File: src/rtl/cop_cfg_pkg.sv
/*
  Sizes, modulus and host address map of the field-arithmetic coprocessor.
  Imported by any block that needs a width, a depth or an address.
*/
package cop_cfg_pkg;

  // Field element and modulus
  localparam int DAT_BITS = 30;
  localparam logic [DAT_BITS-1:0] P = DAT_BITS'(1073741789);

  // Memory sizes
  localparam int INST_DEPTH = 256;
  localparam int DATA_DEPTH = 256;
  localparam int INST_AW = $clog2(INST_DEPTH);
  localparam int DATA_AW = $clog2(DATA_DEPTH);

  // APB host port and its address map
  localparam int APB_ADDR_BITS = 16;
  localparam int APB_DATA_BITS = 32;
  localparam logic [APB_ADDR_BITS-1:0] ADDR_CTRL = 16'h0000;
  localparam logic [APB_ADDR_BITS-1:0] INST_BASE = 16'h1000;
  localparam logic [APB_ADDR_BITS-1:0] DATA_BASE = 16'h2000;

  // Interrupt path buffering
  localparam int IDX_FIFO_DEPTH = 4;
  localparam int DAT_FIFO_DEPTH = 8;

endpackage

File: src/rtl/cop_types_pkg.sv
/*
  Instruction, slot and stream types shared by the coprocessor blocks.
  Also holds the words-per-point-type rule used when sending interrupts.
*/
package cop_types_pkg;
  import cop_cfg_pkg::*;

  // Unknown codes behave as NOOP_WAIT
  typedef enum logic [7:0] {
    NOOP_WAIT      = 8'd0,
    COPY_REG       = 8'd1,
    MUL_ELEMENT    = 8'd2,
    SEND_INTERRUPT = 8'd3
  } code_t;

  typedef struct packed {
    code_t      code;
    logic [7:0] a;
    logic [7:0] b;
    logic [7:0] c;
  } inst_t;

  typedef enum logic [1:0] {
    FE    = 2'd0,
    FE2   = 2'd1,
    FP_AF = 2'd2,
    FP_JB = 2'd3
  } point_type_t;

  // Tag and element share one slot word
  typedef struct packed {
    point_type_t         pt;
    logic [DAT_BITS-1:0] dat;
  } slot_t;

  typedef struct packed {
    point_type_t pt;
    logic [7:0]  id;
    logic [7:0]  len;
  } idx_t;

  typedef struct packed {
    logic        sop;
    logic        eop;
    logic [31:0] dat;
  } tx_beat_t;

  function automatic logic [7:0] pt_words(point_type_t pt);
    case (pt)
      FE:      return 8'd1;
      FP_JB:   return 8'd3;
      default: return 8'd2;
    endcase
  endfunction

endpackage

File: src/rtl/cop_fifo.sv
/*
  Synchronous FIFO with valid/ready on both sides.
  Entry type and depth are parameters. The head entry is shown directly.
*/
`timescale 1ns/1ps
module cop_fifo #(
  parameter type T_ENTRY = logic [31:0],
  parameter int  DEPTH   = 4
) (
  input  logic   i_clk,
  input  logic   i_rst,
  input  logic   i_valid,
  output logic   o_ready,
  input  T_ENTRY i_data,
  output logic   o_valid,
  input  logic   i_ready,
  output T_ENTRY o_data
);

  localparam int AW = (DEPTH > 1) ? $clog2(DEPTH) : 1;

  T_ENTRY mem [DEPTH];
  logic [AW-1:0] wr_ptr;
  logic [AW-1:0] rd_ptr;
  logic [$clog2(DEPTH+1)-1:0] count;
  logic push;
  logic pop;

  assign o_ready = (count != DEPTH);
  assign o_valid = (count != 0);
  assign o_data  = mem[rd_ptr];
  assign push    = i_valid && o_ready;
  assign pop     = o_valid && i_ready;

  always_ff @(posedge i_clk) begin
    if (i_rst) begin
      wr_ptr <= '0;
      rd_ptr <= '0;
      count  <= '0;
    end else begin
      if (push) wr_ptr <= (wr_ptr == AW'(DEPTH-1)) ? '0 : wr_ptr + 1'b1;
      if (pop) rd_ptr <= (rd_ptr == AW'(DEPTH-1)) ? '0 : rd_ptr + 1'b1;
      case ({push, pop})
        2'b10:   count <= count + 1'b1;
        2'b01:   count <= count - 1'b1;
        default: count <= count;
      endcase
    end
  end

  always_ff @(posedge i_clk) begin
    if (push) mem[wr_ptr] <= i_data;
  end

  // A full FIFO keeps its head entry until it is popped
  a_full_no_write: assert property (@(posedge i_clk) disable iff (i_rst)
    (count == DEPTH && !i_ready) |=> $stable(o_data));
  a_count_max: assert property (@(posedge i_clk) disable iff (i_rst) count <= DEPTH);

endmodule

File: src/rtl/cop_interrupt_tx.sv
/*
  Interrupt path. Buffers index entries and slot words in two FIFOs and
  frames them as a header beat followed by the slot words on the tx stream.
*/
`timescale 1ns/1ps
module cop_interrupt_tx
  import cop_cfg_pkg::*;
  import cop_types_pkg::*;
(
  input  logic     i_clk,
  input  logic     i_rst,
  input  logic     i_idx_valid,
  output logic     o_idx_ready,
  input  idx_t     i_idx,
  input  logic     i_dat_valid,
  output logic     o_dat_ready,
  input  slot_t    i_dat,
  output logic     o_tx_valid,
  input  logic     i_tx_ready,
  output tx_beat_t o_tx
);

  idx_t       idx_q;
  slot_t      dat_q;
  logic       idx_v;
  logic       idx_rdy;
  logic       dat_v;
  logic       dat_rdy;
  logic       load_ok;
  logic [7:0] left;
  enum logic {F_HDR, F_DATA} fstate;

  cop_fifo #(.T_ENTRY(idx_t), .DEPTH(IDX_FIFO_DEPTH)) idx_fifo_i (
    .i_clk   (i_clk),
    .i_rst   (i_rst),
    .i_valid (i_idx_valid),
    .o_ready (o_idx_ready),
    .i_data  (i_idx),
    .o_valid (idx_v),
    .i_ready (idx_rdy),
    .o_data  (idx_q)
  );

  cop_fifo #(.T_ENTRY(slot_t), .DEPTH(DAT_FIFO_DEPTH)) dat_fifo_i (
    .i_clk   (i_clk),
    .i_rst   (i_rst),
    .i_valid (i_dat_valid),
    .o_ready (o_dat_ready),
    .i_data  (i_dat),
    .o_valid (dat_v),
    .i_ready (dat_rdy),
    .o_data  (dat_q)
  );

  // Output register free this cycle
  assign load_ok = !o_tx_valid || i_tx_ready;
  assign idx_rdy = (fstate == F_HDR) && load_ok;
  assign dat_rdy = (fstate == F_DATA) && load_ok;

  always_ff @(posedge i_clk) begin
    if (i_rst) begin
      o_tx_valid <= 1'b0;
      fstate     <= F_HDR;
    end else begin
      if (i_tx_ready) o_tx_valid <= 1'b0;
      if (idx_v && idx_rdy) begin
        o_tx_valid <= 1'b1;
        fstate     <= F_DATA;
      end else if (dat_v && dat_rdy) begin
        o_tx_valid <= 1'b1;
        if (left == 8'd1) fstate <= F_HDR;
      end
    end
  end

  always_ff @(posedge i_clk) begin
    if (idx_v && idx_rdy) begin
      o_tx <= '{sop: 1'b1, eop: 1'b0, dat: {{(32-$bits(idx_t)){1'b0}}, idx_q}};
      left <= idx_q.len;
    end else if (dat_v && dat_rdy) begin
      o_tx <= '{sop: 1'b0, eop: (left == 8'd1), dat: dat_q};
      left <= left - 1'b1;
    end
  end

  a_tx_stable: assert property (@(posedge i_clk) disable iff (i_rst)
    (o_tx_valid && !i_tx_ready) |=> o_tx_valid && $stable(o_tx));

endmodule

File: config.mk
export PLATFORM = sky130hd
export DESIGN_NAME = cop_interrupt_tx
export DESIGN_NICKNAME = d
export VERILOG_FILES = /design/src/rtl/cop_cfg_pkg.sv /design/src/rtl/cop_types_pkg.sv /design/src/rtl/cop_fifo.sv /design/src/rtl/cop_interrupt_tx.sv
export SDC_FILE = /design/constraint.sdc
export NUM_CORES = 1
export LEC_CHECK = 0
export ABC_AREA = 1
export BUFFER_PORTS_ARGS = -buffer_cell sky130_fd_sc_hd__buf_2
export CORE_MARGIN = 4
export CORE_UTILIZATION = 50
export CTS_BUF_LIST = sky130_fd_sc_hd__clkbuf_8
export DETAILED_ROUTE_END_ITERATION = 7
export PLACE_DENSITY = 0.75
export SLEW_MARGIN = 20
export SYNTH_ARGS = -nofsm -noshare
export SYNTH_HDL_FRONTEND = slang
export SYNTH_HIERARCHICAL = 1
export SYNTH_SLANG_ARGS = --single-unit
File: constraint.sdc
create_clock -name i_clk -period 3.6 [get_ports i_clk]
set_clock_uncertainty 0.1 [all_clocks]
set_input_delay 1.08 -clock i_clk [delete_from_list [all_inputs] [get_ports i_clk]]
set_output_delay 1.08 -clock i_clk [all_outputs]
set_load 0.05 [all_outputs]
* Yosys cells after proc, flatten, opt, wreduce, memory -nomap -nowiden
Memory sizes are Yosys's and may differ from the RTL's. A register that Yosys moved wholly into a read port is not among the register bits.
Index checks and enable logic that the tools add are counted.
** Storage, ports and cells
- Memories :: 2
- Bits in writable memories :: 328
- Flip-flop bits (word level) :: 61
- Logic and storage cells :: 76
- Bits of input ports :: 55
- Output and inout port bits :: 37
** Operators by class
- Bitwise operators :: 1
- Equality and inequality tests :: 11
- Reduce and logical (&&, ||, !) cells :: 16
- Add/subtract/negate cells :: 9
- Mux-type cells :: 24
** Memory list
- dat_fifo_i.mem :: depth 8, bits a word 32, read ports 1, clocked after memory_dff 1, write ports 1, RTL line cop_fifo.sv:22 : T_ENTRY mem [DEPTH];
- idx_fifo_i.mem :: depth 4, bits a word 18, read ports 1, clocked after memory_dff 1, write ports 1, RTL line cop_fifo.sv:22
** Operator list (number)
- $mux W18 :: 2
- $mux W8 :: 2
- $mux W3 :: 4
- $mux W1 :: 10
- $add A3 B1 Y3 const B :: 3
- $eq A2 B2 Y1 const B :: 4
- $eq A8 B1 Y1 const B :: 1
- $mux W2 :: 4
- $pmux W4 S2 :: 1
- $reduce_bool A2 Y1 :: 4
- $sub A8 B1 Y8 const B :: 1
- $eq A3 B3 Y1 const B :: 2
- $logic_and A1 B1 Y1 :: 6
- $pmux W3 S2 :: 1
- $reduce_bool A3 Y1 :: 2
- $add A2 B1 Y2 const B :: 2
- $add A4 B1 Y4 const B :: 1
- $eq A2 B1 Y1 const B :: 2
- $ne A4 B4 Y1 const B :: 1
- $reduce_bool A4 Y1 :: 1
- $sub A4 B1 Y4 const B :: 1
- $ne A3 B3 Y1 const B :: 1
- $sub A3 B1 Y3 const B :: 1
- $reduce_and A2 Y1 :: 1
- 3 further kinds :: 3

* Logic depth before layout (Yosys ltp)
Gate-level depths: netlist of the first run.
- Depth after elaboration :: 6
- Mapped depth :: 16

* By module
The synthesis of the first run kept the hierarchy.
** Modules (own cells, without submodules)
- cop_fifo (dat_fifo_i) :: sequential area each 7947.6 um^2, times used 1, area each 10641.5 um^2, cells each 812
- cop_fifo (idx_fifo_i) :: sequential area each 2342.2 um^2, times used 1, area each 3214.3 um^2, cells each 244
- cop_interrupt_tx :: sequential area each 1141.1 um^2, times used 1, area each 1940.6 um^2, cells each 221

* Least setup slack after synthesis of the first run
No wires, ideal clock.
- Kind :: input to register
- Start :: input i_dat_valid
- End :: memory dat_fifo_i/mem[1][0] in the netlist's numbering (enable)
- Arrival :: 2813 ps
- Stages :: 4
- Path slack :: 266 ps
- Setup time :: 421 ps
- Cells stage by stage :: nand2_2 > nor2_1 > inv_1 > nor2_1
** On the way
- Word-level cells in the longest chain between the ends :: 3
** RTL lines
- start, declared :: RTL line cop_interrupt_tx.sv:15 : input logic i_dat_valid,
- $logic_and A1 B1 Y1 :: RTL line cop_fifo.sv:32 : assign push = i_valid && o_ready;
- $mux W1 :: RTL line cop_fifo.sv:52 : if (push) mem[wr_ptr] <= i_data;
- $mux W1 (implied by the code) :: RTL line cop_fifo.sv:52
- end, declared :: RTL line cop_fifo.sv:22
Every way passes these cells.

* Worst setup path in the final report of the first run
- Start :: register dat_fifo_i.count[0]
- End :: output o_dat_ready
** On the way
- Word-level cells in the longest chain between the ends :: 1
** RTL lines
- start, declared :: RTL line cop_fifo.sv:25 : logic [$clog2(DEPTH+1)-1:0] count;
- start signal, assigned :: RTL line cop_fifo.sv:44 : 2'b10: count <= count + 1'b1;
- start signal, assigned :: RTL line cop_fifo.sv:45 : 2'b01: count <= count - 1'b1;
- start signal, assigned :: RTL line cop_fifo.sv:46 : default: count <= count;
- $ne A4 B4 Y1 :: RTL line cop_fifo.sv:29 : assign o_ready = (count != DEPTH);
- end, declared :: RTL line cop_interrupt_tx.sv:16 : output logic o_dat_ready,
Every way passes these cells.

==> impl_summary.md, run 1 <==
Floorplan
Row generation in the floorplan step produced 64 rows. The area of the core is 30900 µm². The I/O pin total is between 90 and 100. The floorplan step defined a die boundary enclosing 34500 µm². The height of the chip is ~190 µm. The die span in x is around 190 µm.

The initial utilization of the core area, before any placement, comes to between 50 and 60%.

STA
The final number of setup-violating endpoints is 0. The worst path uses around 75% of the clock period. The final-report max-slew violation count is 0. The maximum clock frequency is ~0.37 GHz. The count of endpoints failing hold in the final timing report was 0. The routed design could run at a clock period as short as 2.70 ns. Setup repair after global routing left no endpoint under its margin. The transition at the pin with the smallest max-transition slack is about 0.74 ns. After routing, the total negative slack on setup checks comes to 0 ns. The relative max-transition margin is just over 50%.

Yosys
Synthesis instantiated 34 different standard cells from the library. Ranked by total cell area, the synthesized netlist is headed by edfxtp_1 67%, nand2_1 5.2%, dfxtp_1 5.1%. Summing the sequential cell areas from Yosys gives between 70% and 80% of the chip area.

The synthesized instance count is approximately 1300. The number of nets in the synthesized netlist is approximately 1300. For this run, the number of Yosys warnings is 6. The library cell with the highest instance count after synthesis is edfxtp_1. The mapped cell area is 15800 µm². In the synthesized netlist the dominant register cell turns out to be edfxtp_1. By count the netlist is led by 354 x edfxtp_1, 218 x nand2_1, 205 x nor2_1. The synthesized design devotes to its leading area cell type approximately 67% of total area. The synthesized design spends more area on one cell type than any other, namely edfxtp_1. For this run, asynchronously set or reset flops after synthesis account for 0%.

The synthesized design contains between 300 and 400 enable-type register cells. The number of synthesized register bits is roughly 390. The average instance in the mapped netlist occupies 12.4 µm².

GRT
In the global route stage, met3 resource usage came out at 3.75%. The number of antenna violations at the first check in global routing is 1. For this run, global-route usage on met2 was measured as between 30% and 40%. The global-route met1 utilization is about a quarter.

The global-route congestion overflow total is 0. The first global-routing pass estimated 50800 µm of wire. The number of global-route vias before repair is between 9000 and 10000. The most used routing layer is met2. Global routing used approximately 19% of the available tracks across all layers.

The pin count of the biggest net entering global routing is slightly below 100.

CTS
The clock root buffer master is clkbuf_8. The clock latency reported for the late side of the worst-skew pair is just under 0.6 ns. Counting along the longest clock path gives a buffer depth of 3.

Once the clock tree was built, the setup fixing pass inserted 0 buffers. Counting every sink on the clock net gives between 300 and 400. The H-tree was split into 2 levels. The clock transition at the registers of the reported paths is 0.06 ns. TritonCTS built the clock tree. Clock tree synthesis inserted a total of 61 buffers. For this design, the CTS-stage hold fixing added 0 buffers. Post-CTS repair changed the size of 0 cells.

Place
Input and output buffers added on the ports amount to between 90 and 100. Routability-driven placement finished with a final weighted congestion of about 0.8. Summed over all nets, the half-perimeter wirelength after detailed placement is between 15000 and 20000 µm.

Status
The run finished with clean final reports.

Route
After detailed routing, the number of vias per cell comes to approximately 5.4. The routed design has around 33000 µm of wire. The remaining antenna violation count is 0. The pre-antenna-repair detailed-routing pass consisted of 5 iterations. For this block, the initial DRC count from the detailed router was between 800 and 900. After detailed routing, the average wire length per cell comes to between 15 and 20 µm.

For this run, design rule violations remaining after detail routing come to 0. Detailed routing inserted a total of around 10000 vias.

Power and ir drop
The worst-case IR drop observed on VDD is 0.000409 V. Dividing total power by cell area gives a power density of between 700 and 800 nW/µm². For this design the static power due to leakage is approximately 0.0066 µW.

Critical path
The type of origin of the critical path is a register. The critical path data required time is about 2.4 ns. Along the worst path, the maximum fanout reaches 4. The type of destination of the critical path is a primary output. The worst setup path is of the register to primary output kind. The data arrival at the endpoint of the critical path is ~1.5 ns.

Cells and area
The number of antenna diodes in the final layout is 0. The number of inserted filler cells in the final layout is between 2000 and 2500. The synthesis-to-finish area growth is 12.6%. The fraction of layout instances using a drive strength above 1 is about 16%.

For this run, the share of the core covered by cells in the final layout is 57.5%. The count of nets after finishing is between 1000 and 1500.

Min path
The path class of the tightest hold or removal check is register to register.

Run
The tool flagged a number of max-cap violations equal to 0.
[cells in the final DEF (no fill, tap or decap), drive strengths merged, types with 31 or more instances in the layout]
master and count:
o21ai 183, inv 68, buf 119, dfxtp 40, clkbuf 66, mux2i 32, nand3 32, o22ai 51
nor2 206, edfxtp 354, clkinv 31, nand2 222
[metal layers]
metal | vias up | part of all wire (%)
li1 | 4760 | -
met2 | 306 | 48
met3 | 58 | 6.8
met1 | 4804 | 44
met4 | 2 | 1.6
met5 | - | 0.040
[cell families (layout without fill, tap and decap cells)]
family                     count (synthesis)  after routing  share of synthesized area (%)
AOI/OAI and AO/OA                        249            249                           8.36
xor gates and xnor gates                   3              3                          0.166
adders and majority gates                 16             16                           1.31
buffers and inverters                    118            286                           4.21
DFF                                      394            394                           72.4
muxes                                     32             32                           2.03
and+or+nand+nor                          465            465                           11.5
[worst max-delay path, cell delays in order, from the launching register on]
cell and delay (ns):
dfxtp_1 0.41, nor2_1 0.08, nand3_1 0.15, buf_2 0.30
[per-stage QoR]
| stage | cell area (µm²) | power, µW | std cells | worst slack (ns) | hold WS [ns] |
|---|---|---|---|---|---|
| floorplan | 15800 | 9380 | 1277 | 0.266 | 0.363 |
| global placement | 16600 | 10200 | 1727 | 0.740 | 0.354 |
| detailed placement | 16600 | 10400 | 1727 | 0.628 | 0.354 |
| CTS | 17800 | 13900 | 1841 | 0.840 | 0.364 |
| global route | 17800 | 14600 | 1841 | 0.782 | 0.388 |
| finish | 17800 | 13800 | 1841 | 0.898 | 0.359 |
[area by class of cell]
class / count / area (µm²) / area share, %
Sequential cell: 394 / 11400 / 64.3
Multi-Input combinational cell: 765 / 3760 / 21.1
Clock buffer: 66 / 908 / 5.11
Timing Repair Buffer: 119 / 703 / 3.95
Tap cell: 396 / 495 / 2.79
Clock inverter: 48 / 272 / 1.53
Inverter: 53 / 208 / 1.17
[registers in the layout (all words and copies together), names as in the netlist, named ones only]
signal and cells:
dat_fifo_i/mem 256, idx_fifo_i/mem 72, o_tx 34, left 8
dat_fifo_i/count 4, dat_fifo_i/rd_ptr 3, dat_fifo_i/wr_ptr 3, idx_fifo_i/count 3
idx_fifo_i/rd_ptr 2, idx_fifo_i/wr_ptr 2, fstate 1, o_tx_valid 1
[power breakdown]
group          switching, µW  internal (µW)  total, µW  leakage [µW]
logic                   2930           1130       4060       0.00239
registers                421           5800       6230       0.00357
clock network           1670           1850       3510      0.000667
[path summary, 6_finish.rpt]
| check | start | to | slack (ns) | cells after the start |
|---|---|---|---|---|
| worst max-delay path | dat_fifo_i/count[0] | o_dat_ready | 0.90 | 3 |
| worst max register to register | register | o_tx[4] | 1.26 | 7 |
| worst min-delay path | o_tx[27] | o_tx[27] | 0.36 | 2 |
| worst min register to register | o_tx[27] | o_tx[27] | 0.36 | 2 |
(Power assumes the default switching activity.)
==> run 2: changes to the inputs <==
ABC_AREA = 0   (was 1)
PLACE_DENSITY = 0.78   (was 0.75)
clock period = 2.2 ns   (was 3.6 ns; I/O delays follow)
==> run 2 against run 1 <==
  * The run now ends with setup timing left
  * Final area is 3.2% higher
  * Sequential cell count stayed put
  * Synthesized cell count is 40% lower
  * Critical path type unchanged
  * Largest power group unchanged
  * Highest routed layer unchanged
==> impl_summary.md, run 2 <==
Floorplan
The total number of placement rows is between 60 and 70. The area of the core is between 30000 and 40000 µm². The die is approximately 180 µm wide. The effective utilization at floorplan is roughly 51%. The die covers 33800 µm².

The height of the chip is about 180 µm. The I/O pin total is slightly above 90.

Route
Before antenna repair, the detailed router went through 5 iterations. The remaining design rule violation count is 0. The post-detailed-routing wire length is about 30000 µm. The detailed router placed 7920 vias in this run. The average wire per cell in the routed design is ~22 µm. The via-per-instance ratio is around 5.7. After the first detailed-routing iteration, the DRC count stood at around 650. The count of nets left with antenna violations once routing finished came out at 0.

STA
Setup violations remaining at the end of the flow were counted as 4. On the final layout, the worst hold slack is 0.175 ns. The final-report max-slew violation count is 0.

Static timing analysis puts the maximum clock frequency at about 0.4 GHz. The clock period minus worst slack is ~2.5 ns. The minimum setup slack in the final design is -0.313 ns. Setup total negative slack on the finished layout was measured at -0.843 ns. The transition at the pin with the smallest max-transition slack is 0.502 ns. Setup repair after global routing could not meet its margin everywhere.

In this run the tightest slew margin relative to its limit is 66.5%. The count of endpoints failing hold in the final timing report came to 0. The portion of the clock cycle consumed by the worst path in the final layout is 114%.

Cells and area
The core utilization of the finished layout is between 50% and 60%. The register with the most flip-flops in the final layout is dat_fifo_i/mem. Leaving out fill and tap cells, the most frequent cells in the layout are 354 x edfxtp_1, 89 x buf_2, 64 x mux4_2, 61 x clkbuf_8, 49 x buf_4. From synthesis to final layout, the design area changed by 18.6%. In the final design database the tool counted 1023 nets.

The most common library cell in the layout ignoring fill and taps is edfxtp_1. The number of flip-flops in the largest register is approximately 260. In the final layout, the registers with the most flip-flops are dat_fifo_i/mem x256, idx_fifo_i/mem x72, o_tx x34. The post-route netlist has 40.6% of its cells at a drive strength greater than 1.

GRT
The global routing usage on met2 is around 29%. The global-route met1 utilization is 25.3%. The number of antenna violations at the first check in global routing is 5. For met3 alone, demand over resource in global routing was under 10%.

The global-route congestion overflow total is 0. The first global-routing pass estimated 47500 µm of wire. The pin count of the biggest net entering global routing is 39. The layer flagged by global routing as most heavily used is met2.

Global routing used a little under a fifth of the available tracks across all layers. The number of global-route vias before repair is 8240.

Yosys
The synthesized instance count is roughly 770. After synthesis, the cell types taking the most area are edfxtp_1 69%, mux4_2 9.3%, dfxtp_1 5.2%. The number of enable-type register cells in the synthesized netlist is about 350.

The per-instance average area after synthesis is around 20 µm². The number of warnings printed during yosys synthesis is 6. The number of different library cells used by synthesis comes to between 50 and 60.

For this run, the leading register cell type out of synthesis is edfxtp_1. The cell type with the highest aggregate area in the netlist is edfxtp_1. In this run the cell area of the synthesized design comes to ~15000 µm². The sequential area share after synthesis is approximately three quarters. In the synthesized netlist, the cells that appear most often are 354 x edfxtp_1, 64 x mux4_2, 41 x mux2_2. The fraction of synthesized cell area taken by the top area cell type is 68.7%.

Counting flops and latches in the post-synthesis netlist gives a little under 400. The number of nets in the synthesized netlist is approximately 840. Counting flops with an async set or reset pin after synthesis yields a share of 0%.

The library cell with the highest instance count after synthesis is edfxtp_1.

CTS
The CTS buffer count is about 60. The clock root buffer master is clkbuf_8. CTS saw a little under 400 sinks. The buffer depth of the longest clock path is 3. The clock tree synthesis step divided the H-tree into 2 levels. Clock-pin slew was measured on the worst setup and hold paths at ~0.06 ns.

The number of buffers inserted for hold repair after clock tree synthesis is 0. The clock latency reported for the late side of the worst-skew pair is 0.60 ns. TritonCTS built the clock tree.

Power and ir drop
The maximum VDD drop is about 0.00057 V. The analysis attributes to cell leakage a power of 0.00622 µW. Power spread over the standard cell area amounts to roughly 1100 nW/µm².

The switching component of the power is 6490 µW. Net switching is a little under a third of the power. The clock power share is 25.8%. The internal portion of the total power is approximately 14000 µW. The combinational share of power is between 20% and 30%.

Sequential cells account for 45.9% of the total power.

Critical path
The slowest cell on the critical path is or4b_4. The kind of cell with the highest combined delay along the critical path is simple AND/OR/NAND/NOR gates. Data on the critical path is required at its endpoint by around 1.4 ns.

Walking the worst path, the cells encountered are or4b_4, buf_6, buf_8. In this design, the stage delay of the slowest critical-path cell is about 0.54 ns. The number of buffer and inverter instances along the worst setup path is 2. The critical path is of the register to primary output type. The type of origin of the critical path is a register.

In this run the worst path has a maximum fanout of 2. Data on the critical path arrives at its endpoint at ~1.8 ns. The type of destination of the critical path is a primary output.

Place
The number of I/O port buffers is 91. Detailed placement ended at an HPWL of about 19000 µm. The final weighted congestion of routability-driven global placement is approximately 0.8. OpenSTA, run right after detailed placement, puts the worst setup slack at -0.277 ns.

Run
The tool flagged a number of max-cap violations equal to 0.

Status
The flow ran to the end, but the final reports show violations. The final reports fail on setup timing.

Min path
In this run the worst hold path is classified as input pin to register.
## run 2: cell types whose count changed after synthesis, moves of 41 or more
cell / before / now
mux2_2: 0 / 41
nand2_1: 218 / 17
mux4_2: 0 / 64
o22ai_1: 50 / 0
o21ai_0: 144 / 40
nor2_1: 205 / 12
## run 2: worst paths after layout
check	start	to	slack, ns	cells past startpoint
setup reg to reg	dat_fifo_i/count[2]	dat_fifo_i/count[2]	-0.20	11
hold reg to reg	o_tx[31]	o_tx[31]	0.37	2
setup / recovery	dat_fifo_i/count[2]	o_dat_ready	-0.31	3
hold / removal	i_idx[6]	idx_fifo_i/mem[3][6]	0.17	1
## run 2: kinds of logic (layout without fill, tap and decap cells)
logic type	after synthesis	after routing	share of synthesized area (%)
mux	133	133	16.2
flops	394	394	73.9
xor+xnor	8	8	0.453
buf+inv	51	283	1.85
other cells	0	1	0
fa+ha+maj	16	16	1.34
simple gates	99	99	3.77
compound gates	67	67	2.43
## run 2: layout make-up
cell class              count  area (µm²)
repair buffers            164        1300
multi-input cells         323        3980
fillers                  2148       12200
diodes                      1        2.50
clock buffers              61         840
well taps                 396         495
inverters                  10        40.0
flip-flops and latches    394       11500
clock inverters            48         240
## run 2: per-layer routing
metal | up-vias | share of wire, %
li1 | 3534 | -
met1 | 4062 | 42
met2 | 266 | 50
met3 | 50 | 5.7
met4 | 8 | 2.2
met5 | - | 0.13
## run 2: power groups by stage
stage / registers, µW / logic, µW / clock network (µW)
detailed placement: 9720 / 5800 / 0
global placement: 9700 / 5700 / 0
finish: 9570 / 5910 / 5390
global route: 9640 / 6370 / 5910
CTS: 9580 / 5940 / 5520
floorplan: 10500 / 3230 / 0
## run 2: per-stage QoR
stage	area [µm²]	instances	power (µW)
after floorplan	15700	768	13700
after global placement	17100	1278	15400
after detailed placement	17100	1278	15500
after CTS	18300	1393	21000
after global routing	18300	1397	21900
final	18300	1397	20900
## run 2: repair_timing
item | 4_1_cts | 5_1_grt
gates resized for setup | 14 | 1
setup buffers | 6 | 3
gates cloned | 0 | 0
pin swaps | 8 | 2
setup endpoints to repair | 5 | 6
==> run 3: changes to the inputs <==
ABC_AREA = 1   (was 0)
==> run 3 against run 2 <==
  * The flow now finishes without violations
  * Sequential cell count is the same
  * Largest cell class unchanged
  * Register-to-register slack improved by 0.37 ns
  * Final area down 2.2%
  * Non-clock buffer count down 34
  * Sequential power rose by 4.1%
  * Highest routed layer unchanged
  * Clock power grew 2%
  * Clock-buffer cell count decreased by 2
==> impl_summary.md, run 3 (synthesis results as in run 1) <==
GRT
Entering global routing, the biggest net connects 74 pins. The number of global-route vias before repair is about 10000. The number of antenna violations at the first check in global routing was 5. The wire length of the first global-routing pass is 51100 µm. The global-route congestion overflow total is 0. Global routing used between 10% and 20% of the available tracks.

Cells and area
The area of combinational cells with multiple inputs is about 3800 µm². The synthesis-to-finish area growth is 13.6%. The top cell types in the final layout, fill and taps aside, are 354 x edfxtp_1, 218 x nand2_1, 196 x nor2_1, 144 x o21ai_0, 89 x buf_2. The library cell used most frequently in the layout, excluding fill and tap cells, is edfxtp_1. Fill cells in the final layout number around 2300.

The largest registers in the layout are dat_fifo_i/mem x256, idx_fifo_i/mem x72, o_tx x34. Summing all flip-flop and latch instances after layout gives around 11000 µm². The net count of the finished layout is approximately 1500. Counting flops per register, the top entry is dat_fifo_i/mem.

In the final layout, the share of cells above drive strength 1 is 15.5%. At the end of the flow the core is filled with cells to 58.0%. Once layout is done, the placed cells without fillers occupy 17900 µm². The number of flip-flops in the largest register is around 260.

Power and ir drop
The cell internal power dissipation is ~14000 µW. The switching component of the power is roughly 8200 µW. The analysis attributes to cell leakage a power of 0.00670 µW. For this design the ratio of total power to cell area is approximately 1300 nW/µm². Across the VDD grid, the largest voltage drop is between 0.0005 and 0.0006 V. The combinational share of power is between 30% and 40%. Of the total power, the clock network draws about a quarter. Net switching is between 30% and 40% of the power.

The total chip power is roughly 23000 µW. Sequential cells account for 44.0% of the total power.

Critical path
The launch point of the worst reg-to-reg path is dat_fifo_i/count[1]. The setup slack on the worst flop-to-flop path is between 0.15 and 0.2 ns. At the worst endpoint, the arrival time is about 1.4 ns. The slowest cell on the critical path is dfxtp_1. The critical path in this run is classified as register to primary output.

The type of destination of the critical path is a primary output. The maximum fanout encountered on the critical timing path is 6. The critical path data required time is ~1.4 ns. The kind of cell with the highest combined delay along the critical path is flip-flops. Walking the worst path, the cells encountered are nor2_2, nand2_2, buf_4. The capture point of the worst reg-to-reg path is dat_fifo_i/count[2].

The worst reg2reg path depth is 13. The worst setup path is launched from a register. The longest individual stage delay on the worst path is around 0.33 ns. The number of buffer and inverter instances along the worst setup path is 1.

Route
The average wire per cell in the routed design is ~18 µm. In this run the remaining antenna-violating nets after routing total 0. The pre-antenna-repair detailed-routing pass consisted of 5 iterations. In the routed design, unresolved DRC markers number 0. The via-per-instance ratio is 5.43. The total number of vias is 10000. The number of design-rule violations left by the first detailed-router iteration is between 1000 and 1500. The post-detailed-routing wire length is about 33000 µm.

CTS
The level count of the clock H-tree is 2. The clock transition at the registers of the reported paths is around 0.070 ns. The number of buffers inserted for hold repair after clock tree synthesis is 0. The clock sink count is about 400.

The longest clock path from root to sink contains 3 buffers. The root buffer cell chosen for the clock tree is clkbuf_8. Counting the buffers created by CTS gives between 50 and 60.

At the later pin of the worst-skew pair, clock insertion delay measures 0.59 ns. TritonCTS built the clock tree. The number of buffers inserted by post-CTS setup repair is 0.

Place
The total placed instance area is between 15000 and 20000 µm². The count of buffers added on input and output ports is 91. The HPWL after detailed placement is approximately 19000 µm. The congestion estimate from routability-driven global placement came to 0.773. Timing analysis after detailed placement gives a worst setup slack of -0.203 ns.

STA
The final number of setup-violating endpoints is 0. In the final timing run, aggregate negative setup slack is 0 ns. The count of endpoints failing hold in the final timing report is 0. Of the available clock period, the critical path in the final layout requires between 90% and 100%. The relative max-transition margin is about two thirds. The minimum setup slack in the final design is roughly 0.056 ns. Timing would allow up to 0.466 GHz.

The clock period minus worst slack is between 2 and 2.5 ns. The final-report max-slew violation count was 0. Setup repair after global routing left no endpoint under its margin. The transition at the pin with the smallest max-transition slack is approximately 0.52 ns.

Floorplan
slightly above 90 I/O pins were placed. The region available for standard cell placement spans 30900 µm². In this run the horizontal extent of the chip is between 150 and 200 µm.

The floorplan has between 60 and 70 rows. The effective utilization at floorplan is 51.1%. Measured along the y axis, the die boundary spans 186 µm. The floorplan step defined a die boundary enclosing ~35000 µm².

Status
The run finished with clean final reports.

Min path
The min-delay analysis places its worst path in the category input pin to register. Counting instances, the worst hold path has a depth of 1. In this run the most critical hold path is launched from i_idx[8]. The endpoint of the worst hold path is idx_fifo_i/mem[3][8].

Run
The max-cap violation count is 0.
[run 3: worst max path at each step]
| stage | slack (ns) | depth (start not counted) | endpoint | startpoint |
|---|---|---|---|---|
| after detailed placement | -0.20 | 16 | idx_fifo_i/count[2] | i_tx_ready |
| after floorplan | 0.01 | 15 | dat_fifo_i/count[2] | i_tx_ready |
| after global placement | -0.15 | 16 | idx_fifo_i/count[2] | i_tx_ready |
| after CTS | 0.0006 | 3 | o_idx_ready | idx_fifo_i/count[1] |
| final | 0.06 | 3 | o_idx_ready | idx_fifo_i/count[1] |
| after global routing | 0.007 | 3 | o_idx_ready | idx_fifo_i/count[1] |
[run 3: repair_timing]
action | in CTS | in global routing
gates resized for setup | 3 | 4
setup endpoints to repair | 1 | 3
pin swaps | 1 | 0
[run 3: metrics by stage]
step	std cells	hold WS, ns
detailed placement	1738	0.353
global placement	1738	0.349
finish	1848	0.172
floorplan	1277	0.363
CTS	1846	0.142
global route	1847	0.148
[run 3: power by group through the flow]
stage	registers (µW)	clock network [µW]	logic, µW
global route	10000	5950	7900
floorplan	11100	0	4290
CTS	9960	5570	7190
global placement	10100	0	6910
finish	9960	5480	7180
detailed placement	10100	0	7140
[run 3: area by class of cell]
class	count	area share, %
clock buffers	59	4.53
inverters	53	1.16
clock inverters	49	1.56
multi-input cells	765	21.1
well taps	396	2.76
repair buffers	130	5.13
flip-flops and latches	394	63.8
diodes	2	0.0279
[run 3: per-layer routing]
layer	GRT usage, %	share of wire, %
met1	23.6	40
met2	32.0	51
met3	3.77	6.2
met4	7.14	2.6
met5	0	0.14
